**config.mk**
```make
export PLATFORM = sky130hd
export DESIGN_NAME = mul_pipe
export DESIGN_NICKNAME = d
export VERILOG_FILES = /design/src/muldiv_pkg.sv /design/src/mul_pipe.sv
export SDC_FILE = /design/constraint.sdc
export NUM_CORES = 2
export LEC_CHECK = 0
export BUFFER_PORTS_ARGS = -buffer_cell sky130_fd_sc_hd__buf_2
export CORE_MARGIN = 2
export CORE_UTILIZATION = 45
export DETAILED_ROUTE_END_ITERATION = 8
export GPL_TIMING_DRIVEN = 0
export HOLD_SLACK_MARGIN = 0.08
export PLACE_DENSITY = 0.6
export SLEW_MARGIN = 20
export SYNTH_ARGS = -nofsm -noshare
export SYNTH_HDL_FRONTEND = slang
export SYNTH_SLANG_ARGS = --single-unit
```
**constraint.sdc**
```tcl
create_clock -name clk -period 13.5 [get_ports clk]
set_clock_uncertainty 0.15 [all_clocks]
set_input_delay 2.025 -clock clk [delete_from_list [all_inputs] [get_ports clk]]
set_output_delay 2.025 -clock clk [all_outputs]
set_load 0.1 [all_outputs]
```
**src/muldiv_pkg.sv**
```systemverilog
package muldiv_pkg;

    localparam int xlen       = 32;
    localparam int nreg       = 32;
    localparam int reg_w      = 5;
    localparam int div_cycles = 32;
    localparam int div_cnt_w  = $clog2(div_cycles);

    // multiplier ops first, then the divider ops.
    typedef enum logic [2:0] {
        op_mul   = 3'd0,
        op_mulh  = 3'd1,
        op_mulhu = 3'd2,
        op_div   = 3'd3,
        op_divu  = 3'd4,
        op_rem   = 3'd5,
        op_remu  = 3'd6
    } op_e;

    typedef struct packed {
        op_e              op;
        logic [reg_w-1:0] dest;
        logic [reg_w-1:0] rj;
        logic [reg_w-1:0] rk;
    } issue_t;

    typedef struct packed {
        op_e              op;
        logic [reg_w-1:0] dest;
        logic [xlen-1:0]  src1;
        logic [xlen-1:0]  src2;
    } exec_req_t;

    // unit result, register write and trace.
    typedef struct packed {
        logic             we;
        logic [reg_w-1:0] dest;
        logic [xlen-1:0]  data;
    } wb_t;

    function automatic logic op_is_div(op_e op);
        return op inside {op_div, op_divu, op_rem, op_remu};
    endfunction

endpackage

```
**src/mul_pipe.sv**
```systemverilog
module mul_pipe (
    input  logic                  clk,
    input  logic                  reset,
    input  logic                  req_valid,
    input  muldiv_pkg::exec_req_t req,
    output logic                  req_ready,
    output logic                  resp_valid,
    output muldiv_pkg::wb_t       resp,
    input  logic                  resp_ready
);

    logic                            s1_valid;
    logic                            s1_hi;
    logic [muldiv_pkg::reg_w-1:0]    s1_dest;
    logic [2*muldiv_pkg::xlen-1:0]   s1_a;
    logic [2*muldiv_pkg::xlen-1:0]   s1_b;
    logic [2*muldiv_pkg::xlen-1:0]   prod;
    logic                            s2_valid;
    logic                            s2_hi;
    logic [muldiv_pkg::reg_w-1:0]    s2_dest;
    logic [2*muldiv_pkg::xlen-1:0]   s2_prod;
    logic                            s1_ready;
    logic                            s2_ready;
    logic                            sgn;

    assign s2_ready  = !s2_valid || resp_ready;
    assign s1_ready  = !s1_valid || s2_ready;
    assign req_ready = s1_ready;

    // only mulh sign-extends; low half is the same either way.
    assign sgn = (req.op == muldiv_pkg::op_mulh);

    always_ff @(posedge clk) begin
        if (reset) begin
            s1_valid <= 1'b0;
            s2_valid <= 1'b0;
        end else begin
            if (s1_ready) begin
                s1_valid <= req_valid;
            end
            if (s2_ready) begin
                s2_valid <= s1_valid;
            end
        end
    end

    always_ff @(posedge clk) begin
        if (s1_ready && req_valid) begin
            s1_hi   <= (req.op != muldiv_pkg::op_mul);
            s1_dest <= req.dest;
            s1_a    <= {{muldiv_pkg::xlen{sgn & req.src1[muldiv_pkg::xlen-1]}}, req.src1};
            s1_b    <= {{muldiv_pkg::xlen{sgn & req.src2[muldiv_pkg::xlen-1]}}, req.src2};
        end
        if (s2_ready && s1_valid) begin
            s2_hi   <= s1_hi;
            s2_dest <= s1_dest;
            s2_prod <= prod;
        end
    end

    // 64-bit product of the extended operands.
    assign prod = s1_a * s1_b;

    assign resp_valid = s2_valid;

    always_comb begin
        resp.we   = 1'b1;
        resp.dest = s2_dest;
        if (s2_hi) begin
            resp.data = s2_prod[2*muldiv_pkg::xlen-1:muldiv_pkg::xlen];
        end else begin
            resp.data = s2_prod[muldiv_pkg::xlen-1:0];
        end
    end

endmodule

```
; ---- After elaboration in Yosys (flattened, before gate mapping)
; Index checks and enable logic that the tools add are counted.
[word_totals]
ff_bits = 144
input_bits = 76
out_inout_bits = 40
elab_cells = 21
[classes]
multipliers = 1
n_eq_ne = 1
muxes = 1
n_reduce_logical = 7
bitwise_logic = 2
[op_table]
columns = operator, n
row1 = 33-bit by 33-bit multiplier with 64-bit output, 1
row2 = 32-bit two-way mux, 1
row3 = 3-bit by 1-bit == test with 1-bit output (second input constant), 1
row4 = 3-bit nonzero test, 1
row5 = 1-bit bitwise AND, 2
row6 = 1-bit logical AND, 2
row7 = 1-bit logical NOT, 2
row8 = 1-bit logical OR, 2

; ---- Logic depth before layout (Yosys ltp)
[logic_depth]
word_depth = 4
depth_mapped = 28
mapped_depth_nobuf = 26

; ---- Least setup slack after synthesis
; OpenSTA, ideal clock, no wires.
[synth_timing]
kind = register to register
start = reg, netlist name s1_a[32]
end = reg s2_prod[62] (netlist bit), data pin
path_buffers = 1
stages_incl_launch_ff = 26
path_slack_ps = 5434
t_required_ps = 13085
arrival_ps = 7651
setup_ps = 265
period_less_slack_ps = 8066
path_cell_list = edfxtp_1 > clkbuf_1 > nand2_1 > inv_1 > fa_1 > fa_1 > fa_1 > inv_1 > fa_1 > inv_1 > fa_1 > fa_1 > fa_1 > inv_1 > fa_1 > inv_1 > ha_1 > a21o_1 > a21o_1 > a211oi_1 > o21bai_1 > a21oi_1 > o41ai_1 > a31oi_2 > o21ai_0 > xor2_1
[synth_via]
elab_chain_len = 1
[synth_rtl]
columns = element, line_no
row1 = 33-bit by 33-bit multiplier with 64-bit output, mul_pipe.sv:62  ; assign prod = s1_a * s1_b;
row2 = "net prod, one bit", mul_pipe.sv:17  ; logic [2*muldiv_pkg::xlen-1:0] prod;
row3 = to (signal assigned), mul_pipe.sv:57  ; s2_prod <= prod;
row4 = to (decl), mul_pipe.sv:21  ; logic [2*muldiv_pkg::xlen-1:0] s2_prod;
; The timed path passes the listed nets, and every way through them passes these cells.
; A chain may end at the register's enable or synchronous reset.

; ---- Worst setup path in the final report
[layout_timing]
start = reg s1_b[10] (netlist bit)
end = reg s2_prod[63] (netlist bit), data pin
[layout_via]
elab_chain_len = 1
[layout_rtl]
columns = element, line_no
row1 = from (decl), mul_pipe.sv:16  ; logic [2*muldiv_pkg::xlen-1:0] s1_b;
row2 = from (signal assigned), mul_pipe.sv:52  ; s1_b <= {{muldiv_pkg::xlen{sgn & req.src2[muldiv_pkg::xlen-1]}}, req.src2};
row3 = 33-bit by 33-bit multiplier with 64-bit output, mul_pipe.sv:62
row4 = "net prod, one bit", mul_pipe.sv:17
; The timed path passes the listed nets, and every way through them passes these cells.

==> metrics.json <==
{
  "setup_path": {
    "worst-setup-path-type": "flip-flop to flip-flop",
    "worst_r2r_endpoint": "s2_prod[63]$_DFFE_PP_",
    "cp_data_required_time_ns": 13.59,
    "critical_path.most_common_cell": "fa_1",
    "critical_path.startpoint_type": "flip-flop",
    "arrival_ns": 10.55,
    "setup.reg_to_reg.worst_slack_ns": 3.04,
    "critPathMaxStageDelay_ns": 0.98,
    "crit_path_top_delay_cell": "edfxtp_1",
    "r2r_start": "s1_b[10]$_DFFE_PP_",
    "critPathCaptureType": "flip-flop",
    "r2r_cells": 25,
    "largest_fanout_on_the_critical_path": 10
  },
  "timing": {
    "setup_violations": 0,
    "hold_viol": 0,
    "final.setup.tns_ns": 0,
    "peak_clock_frequency_supported_by_timing_mhz": 95.56,
    "grt_setup_unrepaired": "false",
    "post-route-period-util_pct": 77.52,
    "worst_slew_margin_relative_to_its_limit_pct": 11.70,
    "min_period_ns": 10.46,
    "final-max-slew-violation-count": 0,
    "worstMarginPinSlew_ns": 1.324
  },
  "route": {
    "route.detailed.wl_per_inst_um": 28.49,
    "drc": 0,
    "route.detailed.vias_per_inst": 5.480,
    "detail_route.iter0.violations": 2920,
    "vias": 31746,
    "antenna_violating_nets_post_route": 0,
    "drt_pass1_iterations": 6,
    "routed_wl_mm": 165.0
  },
  "min_path": {
    "worstHoldPathType": "flip-flop to flip-flop",
    "hold-path-cell-count": 0,
    "hp-start": "s1_hi$_DFFE_PP_",
    "worstHoldEndpoint": "s2_hi$_DFFE_PP_"
  },
  "synthesis": {
    "ys_types": 67,
    "synth_area_per_cell_um2": 9.887,
    "mappedNetlistArea_um2": 43160,
    "postSynthRegisterBits": 144,
    "synth_async_sr_flop_share_pct": 0,
    "postSynth.topFlopCell": "edfxtp_1",
    "synthesized_instance_count": 4365,
    "ys_seq_area_share_pct": 9.973,
    "number_of_enable_type_register_cells_in_the_synthesized_netlist": 142,
    "synth_warnings": 0,
    "postSynthNetCount": 5778
  },
  "clock_tree": {
    "clock_latency_ns": 0.54,
    "cts.clk_slew.worst_paths_ns": 0.09,
    "post_cts.resized_instances": 0,
    "postCtsSetupBuffers": 0,
    "cts_num_sinks": 144,
    "cts-hold-fix-buffers": 0,
    "root_buffer": "clkbuf_16",
    "clock_tree_from_tritoncts": "yes",
    "cts_buffer_depth": 2,
    "num_cts_buffers": 17,
    "cts-htree-levels": 4
  },
  "global_routing": {
    "first_global_vias": 33911,
    "groute.usage.overall_pct": 34.73,
    "grt-ovfl-total": 0,
    "largest_net_degree_at_the_start_of_global_routing": 41,
    "grt_pass1_wl_mm": 236.9,
    "antenna_found_initial": 31
  },
  "placed_design": {
    "placement.io_buffers": 114,
    "dp_hpwl_mm": 136.0,
    "globalplace.congestion": 1.022
  },
  "cells_and_area": {
    "layout_common_cells": "1124 x fa_1, 1096 x inv_1, 559 x nand2_1",
    "layout-drive-gt1-share_pct": 4.496,
    "layout.cells.most_common": "fa_1",
    "register_area_um2": 4304,
    "multi_input_area_um2": 33900,
    "syn_to_final_growth_pct": 6.662,
    "design.final.nets": 5915,
    "fillerInstances": 9242
  },
  "floorplanning": {
    "rows": 113,
    "initial_core_util_pct": 45.42,
    "placeableCoreArea_um2": 95010,
    "die-width_um": 313.7,
    "fp.dieArea_um2": 98400,
    "design.portCount": 116,
    "vertical_die_dimension_um": 313.7
  },
  "run_status": {
    "result_of_the_run": "finished, final reports clean"
  },
  "flow_run": {
    "max_cap_viol_count": 0
  }
}
## cells in the mapped netlist (3+ instances only)
| cell type | n | area share [%] |
|---|---|---|
| o22ai_1 | 3 | 0.043 |
| nor2_1 | 46 | 0.40 |
| nand3_1 | 7 | 0.081 |
| xnor2_1 | 51 | 1.0 |
| o21bai_1 | 12 | 0.21 |
| mux2_2 | 32 | 0.83 |
| nor2b_1 | 27 | 0.39 |
| clkbuf_1 | 214 | 1.9 |
| nor3_1 | 13 | 0.15 |
| o31ai_1 | 5 | 0.087 |
| and2_1 | 545 | 7.9 |
| and3_1 | 10 | 0.14 |
| buf_2 | 6 | 0.070 |
| o21a_1 | 11 | 0.19 |
| a211oi_1 | 12 | 0.21 |
| edfxtp_1 | 142 | 9.9 |
| o21ai_0 | 31 | 0.36 |
| and4_1 | 3 | 0.061 |
| inv_1 | 1096 | 9.5 |
| xor2_1 | 25 | 0.51 |
| ha_1 | 212 | 6.1 |
| nand2_1 | 559 | 4.9 |
| a21oi_1 | 63 | 0.73 |
| a31oi_1 | 10 | 0.14 |
| a21o_1 | 26 | 0.45 |
| nand2b_1 | 13 | 0.19 |
| fa_1 | 1125 | 52 |
| nand4_1 | 17 | 0.25 |
| buf_1 | 4 | 0.035 |
## layout make-up
class                   instances  area share, %
diodes                         13        0.07067
plain buffers                 225          1.867
multi-input cells            2900          73.63
inverters                    1096          8.937
clock buffers                  18         0.9323
flip-flops and latches        144          9.350
clock inverters                14         0.3398
repair buffers                118          1.430
well taps                    1265          3.438
## per-layer routing
metal	global-route usage, %	part of all wire, %	wire (um)	vias up
met5	0	0.054	89	-
met4	24.91	8.8	14460	14
met3	6.610	8.8	14600	481
met2	53.49	45	74730	1686
met1	44.20	37	61150	16666
li1	-	-	-	12899
## worst max-delay path, delay by kind of cell, from the launching register on
family | cells | cell delay, ns
AO/OA/AOI/OAI | 5 | 1.23
XOR/XNOR | 1 | 0.49
adder cells (fa/ha/maj) | 9 | 4.87
buffers and inverters | 7 | 1.64
flip-flops | 1 | 0.98
AND/OR/NAND/NOR | 3 | 0.74
## worst max path at each step
stage | from | end | slack, ns | cells after the start
3_3_place_gp | s1_a[32]$_DFFE_PP_ | s2_prod[63]$_DFFE_PP_ | 2.78 | 24
6_report | s1_b[10]$_DFFE_PP_ | s2_prod[63]$_DFFE_PP_ | 3.04 | 25
4_1_cts | s1_b[6]$_DFFE_PP_ | s2_prod[63]$_DFFE_PP_ | 3.03 | 26
3_5_place_dp | s1_a[32]$_DFFE_PP_ | s2_prod[63]$_DFFE_PP_ | 3.09 | 24
2_1_floorplan | s1_a[32]$_DFFE_PP_ | s2_prod[62]$_DFFE_PP_ | 5.43 | 25
5_1_grt | s1_a[32]$_DFFE_PP_ | s2_prod[63]$_DFFE_PP_ | 2.66 | 24
## cells by family (layout without fill, tap and decap cells)
kind of cell,Yosys count,in the layout,share of synthesized area (%)
flops,144,144,9.973
other cells,1,14,0.008689
simple gates,1250,1250,14.62
xor+xnor,76,76,1.542
fa+ha+maj,1337,1337,58.33
mux,33,33,0.8582
buf+inv,1321,1471,11.52
compound gates,203,203,3.154
## flip-flops by register name (all words and copies together) (netlist names)
register and flops:
s2_prod 64, s1_valid 1, s1_dest 5, s2_dest 5
resp_valid 1, s2_hi 1, s1_hi 1, s1_a 33
s1_b 33
## metrics by stage
stage,setup slack (ns),instance area [um2],utilization [%],instances,hold WS [ns]
2_1_floorplan,5.434,43160,-,4365,0.2503
3_3_place_gp,2.783,45310,47.69,5744,0.2504
3_5_place_dp,3.090,45410,47.79,5748,0.2545
4_1_cts,3.031,46000,48.41,5780,0.2697
5_1_grt,2.658,46000,48.42,5782,0.2896
6_report,3.035,46030,48.45,5793,0.2678
Power is left out: the tool's default activity adds up to more than one toggle a clock period on the data nets, which glitch-free logic cannot reach.
