[src/muldiv_pkg.sv]
package muldiv_pkg;

    localparam int xlen       = 32;
    localparam int nreg       = 32;
    localparam int reg_w      = 5;
    localparam int div_cycles = 32;
    localparam int div_cnt_w  = $clog2(div_cycles);

    // multiplier ops first, then the divider ops.
    typedef enum logic [2:0] {
        op_mul   = 3'd0,
        op_mulh  = 3'd1,
        op_mulhu = 3'd2,
        op_div   = 3'd3,
        op_divu  = 3'd4,
        op_rem   = 3'd5,
        op_remu  = 3'd6
    } op_e;

    typedef struct packed {
        op_e              op;
        logic [reg_w-1:0] dest;
        logic [reg_w-1:0] rj;
        logic [reg_w-1:0] rk;
    } issue_t;

    typedef struct packed {
        op_e              op;
        logic [reg_w-1:0] dest;
        logic [xlen-1:0]  src1;
        logic [xlen-1:0]  src2;
    } exec_req_t;

    // unit result, register write and trace.
    typedef struct packed {
        logic             we;
        logic [reg_w-1:0] dest;
        logic [xlen-1:0]  data;
    } wb_t;

    function automatic logic op_is_div(op_e op);
        return op inside {op_div, op_divu, op_rem, op_remu};
    endfunction

endpackage

[src/issue_ctrl.sv]
module issue_ctrl (
    input  logic                         clk,
    input  logic                         reset,
    input  logic                         issue_valid,
    input  muldiv_pkg::issue_t           issue,
    output logic                         issue_ready,
    output logic [muldiv_pkg::reg_w-1:0] rf_raddr1,
    output logic [muldiv_pkg::reg_w-1:0] rf_raddr2,
    input  logic [muldiv_pkg::xlen-1:0]  rf_rdata1,
    input  logic [muldiv_pkg::xlen-1:0]  rf_rdata2,
    output logic                         mul_req_valid,
    output logic                         div_req_valid,
    output muldiv_pkg::exec_req_t        req,
    input  logic                         mul_req_ready,
    input  logic                         div_req_ready,
    input  muldiv_pkg::wb_t              wr
);

    logic [muldiv_pkg::nreg-1:0] busy;
    logic                        is_div;
    logic                        hazard_free;
    logic                        unit_ready;
    logic                        accept;

    assign is_div = muldiv_pkg::op_is_div(issue.op);

    // raw on rj/rk, waw on dest.
    assign hazard_free = !busy[issue.rj] && !busy[issue.rk] && !busy[issue.dest];
    assign unit_ready  = is_div ? div_req_ready : mul_req_ready;
    assign issue_ready = hazard_free && unit_ready;
    assign accept      = issue_valid && issue_ready;

    // unit valids stay independent of unit ready.
    assign mul_req_valid = issue_valid && hazard_free && !is_div;
    assign div_req_valid = issue_valid && hazard_free && is_div;

    assign rf_raddr1 = issue.rj;
    assign rf_raddr2 = issue.rk;

    always_comb begin
        req.op   = issue.op;
        req.dest = issue.dest;
        req.src1 = rf_rdata1;
        req.src2 = rf_rdata2;
    end

    // r0 never gets marked, so it never stalls.
    always_ff @(posedge clk) begin
        if (reset) begin
            busy <= '0;
        end else begin
            if (wr.we) begin
                busy[wr.dest] <= 1'b0;
            end
            if (accept && issue.dest != '0) begin
                busy[issue.dest] <= 1'b1;
            end
        end
    end

endmodule

[config.mk]
export PLATFORM = sky130hd
export DESIGN_NAME = issue_ctrl
export DESIGN_NICKNAME = d
export VERILOG_FILES = /design/src/muldiv_pkg.sv /design/src/issue_ctrl.sv
export SDC_FILE = /design/constraint.sdc
export NUM_CORES = 1
export LEC_CHECK = 0
export ABC_CLOCK_PERIOD_IN_PS = 3640
export BUFFER_PORTS_ARGS = -buffer_cell sky130_fd_sc_hd__buf_2
export CORE_MARGIN = 2
export CORE_UTILIZATION = 28
export CTS_CLUSTER_DIAMETER = 80
export CTS_CLUSTER_SIZE = 14
export DETAILED_ROUTE_END_ITERATION = 8
export PLACE_DENSITY = 0.65
export SLEW_MARGIN = 10
export SYNTH_ARGS = -nofsm -noshare
export SYNTH_HDL_FRONTEND = slang
export SYNTH_SLANG_ARGS = --single-unit
export TNS_END_PERCENT = 30
[constraint.sdc]
create_clock -name clk -period 3.64 [get_ports clk]
set_clock_uncertainty 0.2 [all_clocks]
set_input_delay 0.728 -clock clk [delete_from_list [all_inputs] [get_ports clk]]
set_output_delay 0.728 -clock clk [all_outputs]
set_load 0.01 [all_outputs]
# Yosys cells after proc, flatten, opt, wreduce, memory -nomap -nowiden
# Cells that the tools add are included.
totals:
  register_bits: 32
  latchBits: 0
  mem_bits_rw: 0
  romBits: 0
  in_bits: 125
  wordCells: 44
  memories: 0
op_classes:
  n_addsub: 0
  multipliers: 0
  div_mod_pow: 0
  order_cmp: 6
  n_eq_ne: 4
  n_shift: 0
  muxes: 14
  bitwise: 3
  n_reduce_logical: 16
op_table:
  columns: ["op", "n"]
  rows:
  - ["32-bit 2-to-1 mux", 3]
  - ["32-bit bitwise AND", 1]
  - ["32-bit NOT", 1]
  - ["32-bit OR", 1]
  - ["5-bit by 6-bit less-than comparator with 1-bit output (second input constant)", 4]
  - ["1-bit binary-select mux with 5-bit select", 3]
  - ["1-bit demux with 5-bit select", 2]
  - ["5-bit by 1-bit >= comparator with 1-bit output (second input constant)", 2]
  - ["1-bit logical AND", 10]
  - ["3-bit == test (second input constant)", 3]
  - ["1-bit 2-to-1 mux", 6]
  - ["5-bit nonzero test", 1]
  - ["1-bit zero test", 4]
  - ["4-bit nonzero test", 1]
  - ["3-bit by 2-bit == test with 1-bit output (second input constant)", 1]

# Logic depth before layout (Yosys ltp)
# Gate-level depths: netlist (run 1).
logic_depth:
  word_depth: 10
  ltp_mapped: 9

# Worst setup path after synthesis (run 1)
# OpenSTA, ideal clock, no wires.
synth_path:
  path_type: "input port to output port"
  from: "in issue[1] in the netlist's numbering"
  to: "out issue_ready"
  t_arrival_ps: 2600
  t_required_ps: 2712
  setup_slack_ps: 112
  path_stages: 9
  cell_sequence: "buf_2 buf_4 mux2i_1 a22oi_1 and3_1 a31oi_1 buf_4 nand2_1 nor4b_1"
synth_between:
  elab_chain_len: 6
synth_rtl:
  columns: ["element", "line", "text"]
  rows:
  - ["from (decl)", "issue_ctrl.sv:5", "input muldiv_pkg::issue_t issue,"]
  - ["1-bit binary-select mux with 5-bit select", "issue_ctrl.sv:28", "assign hazard_free = !busy[issue.rj] && !busy[issue.rk] && !busy[issue.dest];"]
  - ["1-bit 2-to-1 mux (implied by the code)", "issue_ctrl.sv:28", null]
  - ["1-bit zero test", "issue_ctrl.sv:28", null]
  - ["1-bit logical AND (2 in series)", "issue_ctrl.sv:28", null]
  - ["1-bit logical AND", "issue_ctrl.sv:30", "assign issue_ready = hazard_free && unit_ready;"]
  - ["to (decl)", "issue_ctrl.sv:6", "output logic issue_ready,"]
# Every way passes these cells. The select of a mux whose other input is x is not followed.

# Worst setup path after layout (run 1)
layout_path:
  from: "in issue[5] in the netlist's numbering"
  to: "out issue_ready"
# Same word-level chain as after synthesis.

==> flow_metrics.env, run 1 <==
export IMPL_drt_pass1_iter_count=5
export IMPL_rows=39
export IMPL_synthMuxAreaShare=0.1476
export IMPL_port_buffers=49
export IMPL_p_per_area_nw_per_um2=300.9
export IMPL_ios=210
export IMPL_coreArea_um2=11470
export IMPL_die_w_um=112.7
export IMPL_post_dp_cell_area_um2=3088
export IMPL_min_path_type="flop to flop"
export IMPL_drv_slew=0
export IMPL_final_setup_tns_ns=0
export IMPL_netlist_area_um2=3307
export IMPL_cp_end_kind="output pin"
export IMPL_synth_edf_count=0
export IMPL_r2r_end="busy[15]"
export IMPL_nets=501
export IMPL_synth_most_common_cell="buf_4"
export IMPL_dieArea_um2=12700
export IMPL_worstHoldEndpoint="busy[0]"
export IMPL_drv_cap=0
export IMPL_synth_xor_area_frac=0
export IMPL_largest_reg_flops=32
export IMPL_dpl_hpwl_mm=7.314
export IMPL_top_register="busy"
export IMPL_grt_pass1_vias=2871
export IMPL_yosysWarnings=0
export IMPL_synth_nets=537
export IMPL_synth_compound_area_frac=0.1627
export IMPL_insertion_delay_ns=0.28
export IMPL_multi_input_area_um2=1933
export IMPL_postCtsSetupRepairBufs=0
export IMPL_synthFlopType="dfxtp_1"
export IMPL_synth_top_cell_by_area="dfxtp_1"
export IMPL_rr_startpoint="busy[23]"
export IMPL_hold_depth=2
export IMPL_ys_async_sr_fraction=0
export IMPL_place_congestion=0.9157
export IMPL_root_buffer="clkbuf_16"
export IMPL_syn_inst=412
export IMPL_cp_max_fo=4
export IMPL_drt_wirelength_per_cell_um=18.47
export IMPL_arrival_ns=2.65
export IMPL_avgSynthCellArea_um2=8.027
export IMPL_numClockSinks=32
export IMPL_tritoncts="built"
export IMPL_track_usage=0.1491
export IMPL_fillCellCount=1212
export IMPL_clk_path_buf_depth=2
export IMPL_yosys_top_cells_count="buf_4 (85), mux2i_1 (33), dfxtp_1 (32)"
export IMPL_period_needed_ns=3.575
export IMPL_ys_seq_area_frac=0.1937
export IMPL_synth_adder_area_share=0
export IMPL_vdd_ir_drop_max_v=0.0001900
export IMPL_netlist_area_leader_share=0.1937
export IMPL_initial_utilization=0.2884
export IMPL_drt_total_wl_mm=9.587
export IMPL_worstRegToRegCells=7
export IMPL_ctsHoldBuffers=0
export IMPL_place_ws_ns=0.02813
export IMPL_route_detailed_drc=0
export IMPL_drive_gt1_frac=0.2234
export IMPL_antenna_found_initial=0
export IMPL_finalCritPeriodShare=0.9821
export IMPL_first_iter_violations=282
export IMPL_fmax_mhz=279.7
export IMPL_area_delta_synth_final_pct=-1.930
export IMPL_cts_max_level=2
export IMPL_grt_max_degree=35
export IMPL_grt_pass1_wl_mm=15.14
export IMPL_tightest_slew_ns=0.5884
export IMPL_rsz0062_at_grt="yes"
export IMPL_status="finished clean"
export IMPL_ys_ff_latch=32
export IMPL_finalNonFillerCells=519
export IMPL_cts_buffers_inserted=5
export IMPL_yosysUniqueCellTypes=47
export IMPL_vias_per_cell=5.707
export IMPL_drt_antenna_violating_nets=0
export IMPL_worst_r2r_setup_slack_ns=1.04
export IMPL_vias=2962
export IMPL_worst_setup_path_type="input pin to output pin"
export IMPL_ys_top_cells_by_area="dfxtp_1 (19%), buf_4 (19%), mux2i_1 (10%)"
export IMPL_final_area_um2=3243
export IMPL_die_h_um=112.7
export IMPL_yosys_area_share_simple=0.2743
export IMPL_dp_cells=512
export IMPL_power_total_uw=975.9
export IMPL_clkTransAtPathRegs_ns=0.05
export IMPL_final_seq_area_um2=640.6
export IMPL_start_kind="input pin"
export IMPL_hold_viol_final=0
export IMPL_required_ns=2.71
export IMPL_synth_top_family_by_area="simple AND/OR/NAND/NOR gates"
export IMPL_leakage_uw=0.001158
export IMPL_antenna_diode_count=0
export IMPL_maxSlewHeadroom=0.6069
export IMPL_worstHoldStart="busy[0]"
export IMPL_overflow=0
export IMPL_largestRegisters="busy x32"
export IMPL_setup_viol=0
export IMPL_worst_slack_ns=0.06510
## worst max path at each step
| stage | depth (start not counted) | endpoint | slack, ns | from |
|---|---|---|---|---|
| floorplan | 9 | issue_ready | 0.11 | issue[1] |
| global placement | 8 | issue_ready | 0.09 | issue[5] |
| detailed placement | 8 | issue_ready | 0.03 | issue[5] |
| CTS | 8 | issue_ready | 0.02 | issue[5] |
| global route | 8 | issue_ready | -0.08 | issue[5] |
| finish | 8 | issue_ready | 0.07 | issue[5] |
## cell usage in the layout, fill, tap and decap left out, types with 3 or more instances in the layout
cell       synthesis  layout
mux2i_1           33      33
a21oi_1            8       8
or3_1              6       6
mux2_2             4       4
nor3_1            13      13
nor2b_1           24      24
a2111oi_0          4       4
or3b_2             3       3
nand2_1           30      30
buf_4             85      12
buf_2              7      48
o21ai_1            3       3
nand2b_1           8       8
nor3b_1            7       7
a22oi_1            4       4
and3_1             3       3
o21ai_0           24      24
dfxtp_1           32      32
mux4_2             5       5
nor2_1             7       7
nand3_1            9       9
clkbuf_16          0       5
o31ai_1           22      22
nand4_1           10      10
nand3b_1          24      24
## per-layer routing
metal,GRT usage,share of wire,vias to the layer above,wire length [µm]
met5,0,0,-,0
met4,0.06667,0.030,0,287
met3,0.03780,0.11,32,1074
met2,0.2136,0.42,196,4003
met1,0.2097,0.44,1385,4221
li1,-,-,1349,-
## where the power goes
group / leakage (µW) / switching [µW] / total [µW] / internal (µW)
registers: 0.000258 / 1.58 / 354 / 352
clock network: 0.0000760 / 143 / 430 / 286
logic: 0.000825 / 122 / 193 / 70.5
total: 0.00116 / 267 / 976 / 709
## cells by family after synthesis
family          Yosys count
flops                    32
buf+inv                 104
mux                      42
simple gates            153
compound gates           81
## area by class of cell
type                            instances  area share
Clock buffer                            7     0.04707
Multi-Input combinational cell        276      0.5961
Sequential cell                        32      0.1975
Tap cell                              143     0.05517
Timing Repair Buffer                   61      0.1042
## stage by stage
| stage | utilization | hold slack (ns) |
|---|---|---|
| 2_1_floorplan | - | 0.2450 |
| 3_3_place_gp | 0.2693 | 0.2827 |
| 3_5_place_dp | 0.2693 | 0.2956 |
| 4_1_cts | 0.2826 | 0.3006 |
| 5_1_grt | 0.2828 | 0.3462 |
| 6_report | 0.2828 | 0.2994 |
## worst max-delay path, cell delays in order
cell	delay, ns
buf_2	0.12
mux4_2	0.49
mux2_2	0.28
nand3_1	0.09
o311a_1	0.23
nand4_4	0.15
nor4b_1	0.37
buf_2	0.20
## timing repair
action	in CTS	in global routing
hold endpoints to repair	0	0
resized for setup	0	1
endpoints found under the setup margin	0	3
Power figures use the tool's default switching activity.
==> run 2: changes to the inputs <==
- BUFFER_PORTS_ARGS: -buffer_cell sky130_fd_sc_hd__buf_2 -> -buffer_cell sky130_fd_sc_hd__clkbuf_2
==> flow_metrics.env, run 2 (same netlist as run 1, synthesis figures left out) <==
export IMPL_cts_max_level=2
export IMPL_arrival_ns=2.62
export IMPL_required_ns=2.71
export IMPL_drive_gt1_frac=0.2480
export IMPL_overflow=0
export IMPL_route_detailed_drc=0
export IMPL_dieArea_um2=12700
export IMPL_vias_per_cell=5.688
export IMPL_drv_slew=0
export IMPL_start_kind="input pin"
export IMPL_ctsHoldBuffers=0
export IMPL_cp_max_fo=8
export IMPL_insertion_delay_ns=0.28
export IMPL_fmax_mhz=281.7
export IMPL_grt_max_degree=35
export IMPL_ios=210
export IMPL_period_needed_ns=3.550
export IMPL_cp_end_kind="output pin"
export IMPL_dpl_hpwl_mm=7.339
export IMPL_worst_r2r_setup_slack_ns=1.10
export IMPL_final_area_um2=3332
export IMPL_die_h_um=112.7
export IMPL_finalNonFillerCells=526
export IMPL_setup_viol=0
export IMPL_drt_antenna_violating_nets=0
export IMPL_worstRegToRegCells=8
export IMPL_vias=2992
export IMPL_first_iter_violations=348
export IMPL_maxSlewHeadroom=0.5919
export IMPL_r2r_end="busy[30]"
export IMPL_top_register="busy"
export IMPL_grt_pass1_vias=2728
export IMPL_rows=39
export IMPL_place_congestion=0.9222
export IMPL_leakage_uw=0.001216
export IMPL_drt_total_wl_mm=9.561
export IMPL_final_cell_mix="clkbuf_2 (46), mux2i_1 (33), dfxtp_1 (32)"
export IMPL_worstHoldStart="busy[0]"
export IMPL_numClockSinks=32
export IMPL_drt_wirelength_per_cell_um=18.18
export IMPL_status="finished clean"
export IMPL_final_common_cell="clkbuf_2"
export IMPL_worst_setup_path_type="input pin to output pin"
export IMPL_coreArea_um2=11470
export IMPL_grt_pass1_wl_mm=14.86
export IMPL_vdd_ir_drop_max_v=0.0001297
export IMPL_clk_path_buf_depth=2
export IMPL_area_delta_synth_final_pct=0.7568
export IMPL_port_buffers=49
export IMPL_tightest_slew_ns=0.6122
export IMPL_rr_startpoint="busy[31]"
export IMPL_crit_start="issue[1]"
export IMPL_post_dp_cell_area_um2=3123
export IMPL_holdWs_ns=0.2957
export IMPL_worstHoldEndpoint="busy[0]"
export IMPL_drv_cap=0
export IMPL_hold_depth=2
export IMPL_largest_reg_flops=32
export IMPL_cts_buffers_inserted=5
export IMPL_track_usage=0.1454
export IMPL_nets=507
export IMPL_min_path_type="flop to flop"
export IMPL_clkTransAtPathRegs_ns=0.05
export IMPL_initial_utilization=0.2884
export IMPL_antenna_found_initial=0
export IMPL_p_per_area_nw_per_um2=295.4
export IMPL_dp_cells=515
export IMPL_tritoncts="built"
export IMPL_hold_viol_final=0
export IMPL_die_w_um=112.7
export IMPL_antenna_diode_count=0
export IMPL_finalCritPeriodShare=0.9752
export IMPL_root_buffer="clkbuf_16"
export IMPL_largestRegisters="busy x32"
export IMPL_drt_pass1_iter_count=5
## run 2: changes by cell type in the layout (fill, tap and decap cells not counted), sizes merged
cell,previous run,this run
clkinv,0,2
clkbuf,8,52
buf,60,21
## run 2: report_power, final
| group | switching (µW) | total [µW] | internal, µW |
|---|---|---|---|
| Sequential | 1.63 | 353 | 352 |
| Clock | 150 | 419 | 269 |
| Combinational | 129 | 211 | 81.9 |
## run 2: through the flow
step	total power (µW)	util	TNS [ns]	setup WS (ns)
CTS	970.3	0.2853	0	0.003739
global placement	552.1	0.2723	0	0.03862
detailed placement	555.6	0.2723	0	0.01309
floorplan	564.1	-	0	0.1117
global route	1020	0.2906	-0.0009064	-0.0009064
finish	984.1	0.2906	0	0.09043
## run 2: cell type report
type	count	area, µm²
multi-input combinational	276	1964
sequential	32	640.6
clock inverter	2	10.01
tap	143	178.9
timing repair buffer	67	399.1
clock buffer	6	138.9
fill	1211	8135
## run 2: how the worst max path moves through the flow
| stage | endpoint | slack (ns) |
|---|---|---|
| final | div_req_valid | 0.09 |
| after global routing | div_req_valid | -0.0009 |
| after CTS | mul_req_valid | 0.004 |
| after detailed placement | mul_req_valid | 0.01 |
| after global placement | issue_ready | 0.04 |
| after floorplan | issue_ready | 0.11 |
## run 2: worst max-delay path, stage by stage
cell,delay (ns)
clkbuf_2,0.13
buf_12,0.14
mux2i_1,0.23
a21oi_1,0.09
and3_1,0.19
a31oi_1,0.31
nand2_1,0.22
buf_4,0.24
nor3_1,0.17
buf_2,0.16
## run 2: per-layer routing
layer  share of wire  vias to the layer above  wire length, µm  GRT usage
met4           0.012                        0              117    0.03821
met2            0.42                      172             4045     0.2076
met5               0                        -                0          0
met3            0.10                       25              995    0.03618
li1                -                     1373                -          -
met1            0.46                     1422             4402     0.2164
## run 2: what timing repair did
action                                  in CTS  in global routing
gates resized for setup                      0                 11
buffers inserted                             0                  3
endpoints found under the setup margin       0                  3
