## src/muldiv_pkg.sv

```systemverilog
package muldiv_pkg;

    localparam int xlen       = 32;
    localparam int nreg       = 32;
    localparam int reg_w      = 5;
    localparam int div_cycles = 32;
    localparam int div_cnt_w  = $clog2(div_cycles);

    // multiplier ops first, then the divider ops.
    typedef enum logic [2:0] {
        op_mul   = 3'd0,
        op_mulh  = 3'd1,
        op_mulhu = 3'd2,
        op_div   = 3'd3,
        op_divu  = 3'd4,
        op_rem   = 3'd5,
        op_remu  = 3'd6
    } op_e;

    typedef struct packed {
        op_e              op;
        logic [reg_w-1:0] dest;
        logic [reg_w-1:0] rj;
        logic [reg_w-1:0] rk;
    } issue_t;

    typedef struct packed {
        op_e              op;
        logic [reg_w-1:0] dest;
        logic [xlen-1:0]  src1;
        logic [xlen-1:0]  src2;
    } exec_req_t;

    // unit result, register write and trace.
    typedef struct packed {
        logic             we;
        logic [reg_w-1:0] dest;
        logic [xlen-1:0]  data;
    } wb_t;

    function automatic logic op_is_div(op_e op);
        return op inside {op_div, op_divu, op_rem, op_remu};
    endfunction

endpackage

```

## src/wb_arbiter.sv

```systemverilog
module wb_arbiter (
    input  logic            clk,
    input  logic            reset,
    input  logic            mul_valid,
    input  muldiv_pkg::wb_t mul_resp,
    output logic            mul_ready,
    input  logic            div_valid,
    input  muldiv_pkg::wb_t div_resp,
    output logic            div_ready,
    output muldiv_pkg::wb_t wr,
    output muldiv_pkg::wb_t trace
);

    logic last_div;
    logic grant_mul;
    logic grant_div;

    // on a tie the unit not served last time goes first.
    assign grant_div = div_valid && (!mul_valid || !last_div);
    assign grant_mul = mul_valid && !grant_div;

    assign mul_ready = grant_mul;
    assign div_ready = grant_div;

    always_comb begin
        if (grant_div) begin
            wr = div_resp;
        end else if (grant_mul) begin
            wr = mul_resp;
        end else begin
            wr = '0;
        end
    end

    always_ff @(posedge clk) begin
        if (reset) begin
            last_div <= 1'b0;
        end else if (grant_div) begin
            last_div <= 1'b1;
        end else if (grant_mul) begin
            last_div <= 1'b0;
        end
    end

    // trace lags the register write by one cycle.
    always_ff @(posedge clk) begin
        if (reset) begin
            trace <= '0;
        end else begin
            trace <= wr;
        end
    end

endmodule
```

## config.mk

```make
export PLATFORM = sky130hd
export DESIGN_NAME = wb_arbiter
export DESIGN_NICKNAME = d
export VERILOG_FILES = /design/src/muldiv_pkg.sv /design/src/wb_arbiter.sv
export SDC_FILE = /design/constraint.sdc
export NUM_CORES = 1
export LEC_CHECK = 0
export BUFFER_PORTS_ARGS = -buffer_cell sky130_fd_sc_hd__buf_2
export CORE_UTILIZATION = 34
export DETAILED_ROUTE_END_ITERATION = 10
export PLACE_DENSITY = 0.79
export SLEW_MARGIN = 5
export SYNTH_ARGS = -nofsm -noshare
export SYNTH_HDL_FRONTEND = slang
export SYNTH_SLANG_ARGS = --single-unit
```

## constraint.sdc

```tcl
create_clock -name clk -period 1.7 [get_ports clk]
set_clock_uncertainty 0.2 [all_clocks]
set_input_delay 0.17 -clock clk [delete_from_list [all_inputs] [get_ports clk]]
set_output_delay 0.17 -clock clk [all_outputs]
set_load 0.01 [all_outputs]
```

# [Word level (Yosys, flattened, before mapping)]
# Cells that the tools add are included.
# Widths: inputs -> output; s select.
[word_totals] reg_bits=39 input_bits=80 out_inout_bits=78
[op_classes] muxes=4 reduce_logical=7
[op_table] operator="$mux 38" n=2
[op_table] operator="$logic_not 1->1" n=3
[op_table] operator="$logic_and 1x1->1" n=2
[op_table] operator="$mux 1" n=2
[op_table] operator="$reduce_bool 2->1" n=1
[op_table] operator="$logic_or 1x1->1" n=1

# [Depth between registers and ports, before layout]
# Gate-level depths: netlist of the first run.
[logic_depth] depth_word=7 depth_mapped=5 depth_no_buf=3

# [Least setup slack after synthesis of the first run]
# OpenSTA, ideal clock, no wires.
[synth_timing] kind="flip-flop to output port" from="reg last_div" to="out wr[18] (netlist bit)" arrival_ns=0.982 path_slack_ns=0.348 path_stages_with_launch=6 n_path_buf=2 path_cell_list="dfxtp_1 -> a21boi_2 -> buf_2 -> buf_4 -> a32oi_1 -> inv_1"
[synth_lines] item="start: declaration" line="wb_arbiter.sv:14" text="logic last_div;"
[synth_lines] item="start signal: assignment" line="wb_arbiter.sv:37" text="last_div <= 1'b0;"
[synth_lines] item="start signal: assignment" line="wb_arbiter.sv:39" text="last_div <= 1'b1;"
[synth_lines] item="start signal: assignment" line="wb_arbiter.sv:41" text="last_div <= 1'b0;"
[synth_lines] item="end: declaration" line="wb_arbiter.sv:10" text="output muldiv_pkg::wb_t wr,"

==> results of run 1 <==
per-layer routing:
metal / track usage / vias to the layer above
met2: 0.515 / 109
met1: 0.234 / 968
met5: 0 / -
met4: 0.122 / 0
li1: - / 995
met3: 0.0543 / 18
cell families (layout without fill, tap and decap cells):
logic type,count (synthesis),after routing,share of synthesized area
DFF,39,39,0.519
buffers and inverters,54,255,0.142
AOI/OAI and AO/OA,40,40,0.232
and+or+nand+nor,41,41,0.107
flip-flops by register name (all words and copies together), names as in the netlist:
register / flops
trace: 38
last_div: 1
timing repair:
action	in CTS	in global routing
buffers inserted	30	4
gates resized for setup	45	15
setup endpoints to repair	39	38
hold endpoints to repair	8	0
pin swaps	26	12
hold buffers	14	0
cells in the final DEF, fill, tap and decap left out:
master / instances
sky130_fd_sc_hd__dfxtp_1: 38
sky130_fd_sc_hd__a32oi_2: 33
sky130_fd_sc_hd__nand2b_4: 1
sky130_fd_sc_hd__buf_6: 6
sky130_fd_sc_hd__nand2b_1: 1
sky130_fd_sc_hd__clkbuf_8: 5
sky130_fd_sc_hd__a21oi_1: 1
sky130_fd_sc_hd__and2_1: 1
sky130_fd_sc_hd__buf_12: 6
sky130_fd_sc_hd__inv_2: 3
sky130_fd_sc_hd__dfxtp_2: 1
sky130_fd_sc_hd__clkbuf_1: 1
sky130_fd_sc_hd__nor2_1: 38
sky130_fd_sc_hd__inv_1: 35
sky130_fd_sc_hd__a21boi_4: 1
sky130_fd_sc_hd__a32oi_4: 5
sky130_fd_sc_hd__dlygate4sd3_1: 14
sky130_fd_sc_hd__buf_2: 151
sky130_fd_sc_hd__buf_4: 34
per-stage QoR:
step           hold WS, ns  cell area, um^2  instances
2_1_floorplan        0.123             1510        174
3_3_place_gp         0.211             2380        371
3_5_place_dp         0.221             2380        371
4_1_cts            0.00117             3130        421
5_1_grt             0.0432             3270        425
6_report            0.0141             3270        425
critical path, cell delays in order (launching register included):
cell and delay (ns):
sky130_fd_sc_hd__dfxtp_2 0.34, sky130_fd_sc_hd__nand2b_4 0.16, sky130_fd_sc_hd__buf_12 0.17, sky130_fd_sc_hd__a32oi_4 0.24, sky130_fd_sc_hd__inv_1 0.10, sky130_fd_sc_hd__buf_6 0.13
final cells by class:
cell class / instances / area [um^2]
timing repair buffer: 211 / 1340
multi-input combinational: 81 / 867
fill: 264 / 850
sequential: 39 / 782
inverter: 38 / 143
clock buffer: 6 / 72.6
tap: 50 / 62.6
how the worst max path moves through the flow:
stage	end	start	depth (start not counted)
2_1_floorplan	wr[18]	last_div	5
3_3_place_gp	wr[26]	last_div	5
3_5_place_dp	wr[26]	last_div	5
4_1_cts	wr[35]	last_div	5
5_1_grt	wr[21]	last_div	5
6_report	wr[21]	last_div	5
power by group:
group          switching [mW]  internal [mW]  total [mW]
combinational           0.404          0.416       0.820
clock                   0.277          0.273       0.550
sequential             0.0157          0.972       0.988
total                   0.696           1.66        2.36
==> results.md, run 1 <==
- The flow ran to the end, but the final reports show violations.
- The checks that failed: setup timing.
- The clock slew at the register clock pins of the worst setup and hold paths is approximately 0.07 ns.
- The total met2 wirelength after detailed routing is 3.67 mm.
- After the first detailed-routing iteration, the DRC count stood at 53.
- The max-slew violation count is 0.
- The depth of the worst register-to-register path is 6.
- The source-to-sink clock delay at the later pin of the worst-skew pair is ~0.27 ns.
- The number of sinks on the clock net is 39.
- In this run the critical register-to-register path is launched from last_div.
- Static timing analysis puts the maximum clock frequency at roughly 0.55 GHz.
- The number of antenna violations at the first check in global routing is 0.
- TritonCTS built the clock tree.
- The initial utilization of the core area, before any placement, comes to 0.366.
- STA puts the critical path data required time at around 1.3 ns.
- The share of flip-flops with an asynchronous set or reset is 0.
- The via count of the first global-routing pass is ~2000.
- The startpoint identified for the worst hold timing path is mul_resp[26].
- The share of the synthesized area in the top cell type is 0.519.
- The final antenna-violating net count is 0.
- The end-of-flow core utilization is 0.794.
- TritonCTS created 5 clock buffers.
- When the netlist entered floorplanning its net count stood at between 200 and 300.
- Counting flops with a built-in enable in the synthesized netlist gives 0.
- The design draws 2.36 mW.
- For this run, the number of Yosys warnings is 0.
- STA classifies the critical path endpoint as an output pin.
- The maximum number of pins on one net before global-route repair is 41.
- The height of the die is 68.5 um.
- The netlist area before placement is approximately 0.0015 mm^2.
- The startpoint type of the worst setup path is a flop.
- The repair_antennas step left the layout with diodes totalling 0.
- The layout overhead on the synthesized area is 117%.
- The buffer levels on the longest clock path is 2.
- The net count of the finished layout is roughly 460.
- The minimum clock period is about 1.8 ns.
- For flop-to-flop paths, the worst setup slack is approximately 0.23 ns.
- The first global-routing pass estimated 8.63 mm of wire.
- Yosys mapped the design onto 11 distinct sky130hd cell types.
- Setup repair after global routing could not meet its margin everywhere.
- The estimated wirelength of the detail-placed design is around 3.4 mm.
- The path with the worst hold slack has its endpoint at trace[26].
- Data arrives at the worst endpoint at approximately 1.4 ns.
- The post-synthesis cell type with the largest combined area is sky130_fd_sc_hd__dfxtp_1.
- The met3 layer wire length in the routed design is between 400 and 500 um.
- The root buffer cell chosen for the clock tree is sky130_fd_sc_hd__clkbuf_8.
- The detailed router used layers up to and including met4.
- The accumulated negative setup slack is -2.29 ns.
- The global-route usage over all layers is 0.254.
- Before CTS, the worst setup slack after placement is between 0.15 and 0.2 ns.
- The largest fanout on the critical path is 19.
- The total number of placement rows is 23.
- The terminus of the critical flop-to-flop path is trace[30].
- During I/O placement, the number of pins put on the boundary was between 150 and 200.
- The path class of the tightest hold or removal check is in -> reg.
- The cell area power density is slightly above 700 mW/mm^2.
- The die width is 68.5 um.
- The floorplan step defined a core boundary enclosing 0.00412 mm^2.
- The H-tree was split into 2 levels.
- The synthesized design contains 39 register bits.
- Yosys instantiated no cell more often than sky130_fd_sc_hd__dfxtp_1.
- The worst setup path is of the reg -> out kind.
- Global routing finished with a remaining overflow of 0.
- After detailed routing, the average wire length per cell comes to 15.2 um.
- For this run, the register share of the synthesized area comes to 0.519.
- The remaining max-slew budget at the tightest pin is 0.746.
- Of the cells placed in the final design, the portion with a size suffix greater than 1 is 0.656.
- Using the TritonRoute via totals, the vias-per-cell ratio works out to ~4.9.
- The routability-driven placement congestion ratio is 0.698.
- The number of stages on the worst hold path is 3.
- The count of input and output buffers is 157.
- After detailed routing, the total wire length is roughly 6.5 mm.
- The ratio of final minimum period to clock period is 1.06.
- The floorplan step defined a die boundary enclosing ~0.0047 mm^2.
- In the post-synthesis netlist, the biggest area contributors are sky130_fd_sc_hd__dfxtp_1 52%, sky130_fd_sc_hd__a32oi_1 22%, sky130_fd_sc_hd__inv_1 9.5%.
- Setup violations remaining at the end of the flow were counted as 38.
- Synthesis produced a netlist whose cell count is 174.
- The number of search-and-repair iterations in the first detailed-routing pass is 4.
- By count the netlist is led by 39 x sky130_fd_sc_hd__dfxtp_1, 38 x sky130_fd_sc_hd__a32oi_1, 38 x sky130_fd_sc_hd__inv_1, 38 x sky130_fd_sc_hd__nor2_1, 9 x sky130_fd_sc_hd__clkbuf_1.
- Among all flip-flop cells after synthesis, the most frequent one is sky130_fd_sc_hd__dfxtp_1.
- The number of max-cap violations is 0.
- The final hold violation count was 0.
- In the post-route analysis, the smallest setup slack over all paths is -0.103 ns.
- Across all layers, the routed design uses about 2100 vias.
- In the final routing, the length of wire on met1 measures around 2.2 mm.
- The total DRC errors in the routed layout is 0.
- The leakage power is 1.79 nW.
- The per-instance average area after synthesis is between 8 and 9 um^2.
- The transition time of the tightest slew-check pin is 0.381 ns.
- The worst IR drop on VDD is 0.423 mV.
(Power assumes the default switching activity.)
==> run 2, diff against run 1 <==
ABC_AREA = 1   (was unset)
CORE_UTILIZATION = 36   (was 34)
PLACE_DENSITY = 0.81   (was 0.79)
==> run 2 against run 1 <==
Against the previous run: the flow still finishes with violations (setup timing); routed wire length up 25%; largest cell class unchanged; count of clock-buffer cells in the layout unchanged; worst setup slack improved by 0.053 ns; non-clock buffer count rose by 37; die area rose by 2.0%; combinational power is 1% lower; sequential share of layout area decreased by 2.1 points; critical endpoint is now wr[17]; hold slack got worse by 0.0051 ns; critical path type unchanged.
==> results.md, run 2 <==
- Run status: finished, violations left (unchanged).
- Violated checks: setup timing (unchanged).
- The die width was 69.2 um (was 68.5 um).
- The layout overhead on the synthesized area is 120% (was 117%).
- The end-of-flow core utilization came to 0.821 (was 0.794).
- The global-route usage over all layers is 0.307 (was 0.254).
- The clock slew at the register clock pins of the worst setup and hold paths is 0.07 ns (about the same).
- The final setup violation count was 16 (was 38).
- The remaining max-slew budget at the tightest pin is 0.672 (was 0.746).
- The post-synthesis cell count is 218 (was 174).
- The post-synthesis cell type with the largest combined area was sky130_fd_sc_hd__dfxtp_1 (unchanged).
- The maximum number of pins on one net before global-route repair is 40 (was 41).
- The data arrival time of the critical path is 1.38 ns (was 1.43 ns).
- The timing-limited maximum frequency is 0.571 GHz (was 0.555 GHz).
- The post-placement worst setup slack is 0.256 ns (was 0.158 ns).
- The number of enable-type register cells in the synthesized netlist is 0 (unchanged).
- The final worst-path setup slack came to -0.0500 ns (was -0.103 ns).
- Unrepaired setup endpoints after global routing: yes (unchanged).
- The leakage power is 1.93 nW (was 1.79 nW).
- The instance area at placement is 0.00245 mm^2 (was 0.00238 mm^2).
- The floorplan die area is 0.00479 mm^2 (was 0.00470 mm^2).
- The dominant cell by count in the synthesized netlist is sky130_fd_sc_hd__nand3_1 (was sky130_fd_sc_hd__dfxtp_1).
- The violation count after the first detailed-routing iteration is 172 (was 53).
- The via count of the first global-routing pass is 2565 (was 1954).
- The per-instance average area after synthesis came to 7.46 um^2 (was 8.65 um^2).
- The register-to-register setup slack is 0.27 ns (was 0.23 ns).
- The netlist area before placement was 0.00163 mm^2 (was 0.00151 mm^2).
- The placed instance count was 414 (was 371).
- The number of max-cap violations is 0 (unchanged).
- The total power of the final layout came to 2.35 mW (was 2.36 mW).
- The startpoint type of the worst setup path was a flop (unchanged).
- The count of H-tree levels built during CTS was 2 (unchanged).
- The number of vias per cell after detailed routing was 5.36 (was 4.92).
- The routability-driven placement congestion ratio was 0.755 (was 0.698).
- The depth of the worst register-to-register path is 7 (was 6).
- The max-slew violation count is 0 (unchanged).
- The register ranked first by flip-flop count is trace (unchanged).
- The final routed wire length divided by cell count is 16.1 um (was 15.2 um).
- The kind of critical path is reg -> out (unchanged).
- The final standard cell count with taps included and fillers excluded is 504 (was 425).
- The endpoint required time on the critical path came to 1.33 ns (about the same).
- The worst min-delay path category is in -> reg (unchanged).
- Commonest non-fill, non-tap cells in the layout: 155 x sky130_fd_sc_hd__buf_2, 72 x sky130_fd_sc_hd__dlygate4sd3_1, 68 x sky130_fd_sc_hd__nand3_1 (was 151 x sky130_fd_sc_hd__buf_2, 38 x sky130_fd_sc_hd__nor2_1, 38 x sky130_fd_sc_hd__dfxtp_1).
- The final hold violation count is 0 (unchanged).
- The total number of placement rows is 24 (was 23).
- The number of warnings reported in the yosys synthesis log is 0 (unchanged).
- The largest fanout on the critical path is 5 (was 19).
- The cell area power density is 659 mW/mm^2 (was 722 mW/mm^2).
- The design area is 0.00357 mm^2 (was 0.00327 mm^2).
- The starting density of the core is 0.374 (was 0.366).
- The net count after synthesis was 298 (was 254).
- The final global-route overflow total is 0 (unchanged).
- The share of flip-flops with an asynchronous set or reset is 0 (unchanged).
- The total DRC errors in the routed layout came to 0 (unchanged).
- The worst hold slack after final layout is 0.00900 ns (was 0.0141 ns).
- The commonest register cell after synthesis was sky130_fd_sc_hd__dfxtp_1 (unchanged).
- The number of antenna diodes is 0 (unchanged).
- The number of unique standard cell types used by synthesis is 11 (unchanged).
- The height of the die is 69.2 um (was 68.5 um).
- The layout cell share with drive strength beyond 1 is 0.427 (was 0.656).
- The source-to-sink clock delay at the later pin of the worst-skew pair is 0.28 ns (was 0.27 ns).
- The worst IR drop on VDD is 0.429 mV (was 0.423 mV).
- The minimum clock period came to 1.75 ns (was 1.80 ns).
- The transition time of the tightest slew-check pin is 0.492 ns (was 0.381 ns).
- The area of the core was 0.00435 mm^2 (was 0.00412 mm^2).
- The routed wire length is 8.11 mm (was 6.48 mm).
- The count of input and output buffers came to 157 (unchanged).
- The most frequent standard cell in the layout excluding fill and tap cells is sky130_fd_sc_hd__buf_2 (unchanged).
- The ratio of final minimum period to clock period is 1.03 (was 1.06).
- The number of nets in the layout is 533 (was 456).
- Largest regs: trace x38, last_div x1 (unchanged).
- The flip-flop count of the largest register, all copies and words added is 38 (unchanged).
- The category of the worst setup path capture point is an output pin (unchanged).
- The cell chosen for the clock root is sky130_fd_sc_hd__clkbuf_8 (unchanged).
- The I/O pin total is 158 (unchanged).
- The final antenna-violating net count was 0 (unchanged).
- The buffer levels on the longest clock path came to 2 (unchanged).
- The number of antenna violations at the first check in global routing was 0 (unchanged).
- The accumulated negative setup slack is -0.362 ns (was -2.29 ns).
- The estimated wirelength of the detail-placed design was 3.59 mm (was 3.44 mm).
- The share of the synthesized area in the top cell type is 0.480 (was 0.519).
- The wire length of the first global-routing pass is 11.7 mm (was 8.63 mm).
- The TritonCTS clock tree is yes (unchanged).
- The sequential element share of the synthesized area is 0.480 (was 0.519).
- The total CTS buffers came to 5 (unchanged).
- The synthesis-stage register bit count came to 39 (unchanged).
- Most frequent cells after synthesis: 76 x sky130_fd_sc_hd__nand3_1, 41 x sky130_fd_sc_hd__nand2_1, 39 x sky130_fd_sc_hd__dfxtp_1, 38 x sky130_fd_sc_hd__a21oi_1, 7 x sky130_fd_sc_hd__buf_2 (was 39 x sky130_fd_sc_hd__dfxtp_1, 38 x sky130_fd_sc_hd__a32oi_1, 38 x sky130_fd_sc_hd__inv_1, 38 x sky130_fd_sc_hd__nor2_1, 9 x sky130_fd_sc_hd__clkbuf_1).
- The number of stages on the worst hold path came to 3 (unchanged).
- Top post-synthesis cells by area: sky130_fd_sc_hd__dfxtp_1 48%, sky130_fd_sc_hd__nand3_1 23%, sky130_fd_sc_hd__a21oi_1 12% (was sky130_fd_sc_hd__dfxtp_1 52%, sky130_fd_sc_hd__a32oi_1 22%, sky130_fd_sc_hd__inv_1 9.5%).
- The number of search-and-repair iterations in the first detailed-routing pass came to 6 (was 4).
- The number of sinks on the clock net is 39 (unchanged).
- The via count is 2703 (was 2090).
-- run 2: worst max-delay path, cell delays in order, from the launching register on --
cell and delay (ns):
sky130_fd_sc_hd__dfxtp_2 0.35, sky130_fd_sc_hd__nand2_4 0.07, sky130_fd_sc_hd__nand2_8 0.08, sky130_fd_sc_hd__buf_12 0.13
sky130_fd_sc_hd__clkbuf_16 0.15, sky130_fd_sc_hd__nand3_1 0.08, sky130_fd_sc_hd__nand2_1 0.09, sky130_fd_sc_hd__buf_2 0.13
-- run 2: logic make-up (layout without fill, tap and decap cells) --
family | after synthesis | in the layout | share of synthesized area
and+or+nand+nor | 119 | 119 | 0.335
DFF | 39 | 39 | 0.480
AOI/OAI and AO/OA | 38 | 38 | 0.117
buffers and inverters | 22 | 256 | 0.0677
-- run 2: power breakdown --
part / leakage, nW / internal [mW] / switching, mW / total, mW
logic: 1.57 / 0.422 / 0.387 / 0.809
registers: 0.322 / 0.971 / 0.0150 / 0.986
clock network: 0.0371 / 0.273 / 0.287 / 0.560
-- run 2: cell type report --
cell class,instances,area [um^2]
clock buffers,6,72.6
fillers,284,781
inverters,2,7.51
multi-input cells,157,810
flip-flops and latches,39,782
well taps,52,65.1
repair buffers,248,1840
-- run 2: path summary, 6_finish.rpt --
check,startpoint,end
max,last_div,wr[17]
min,mul_resp[0],trace[0]
max reg2reg,last_div,trace[1]
min reg2reg,last_div,last_div
-- run 2: routing by layer --
layer,up-vias,track usage,wire length [um]
met5,-,0,0
met4,0,0.159,282
met3,46,0.0683,674
met2,221,0.591,4470
met1,1209,0.301,2680
li1,1227,-,-
-- run 2: timing repair --
item	4_1_cts	5_1_grt
pin swaps	0	6
hold buffers	72	0
resized for setup	8	16
hold endpoints to repair	37	0
buffers inserted	2	4
endpoints found under the setup margin	38	38
gates cloned	3	3
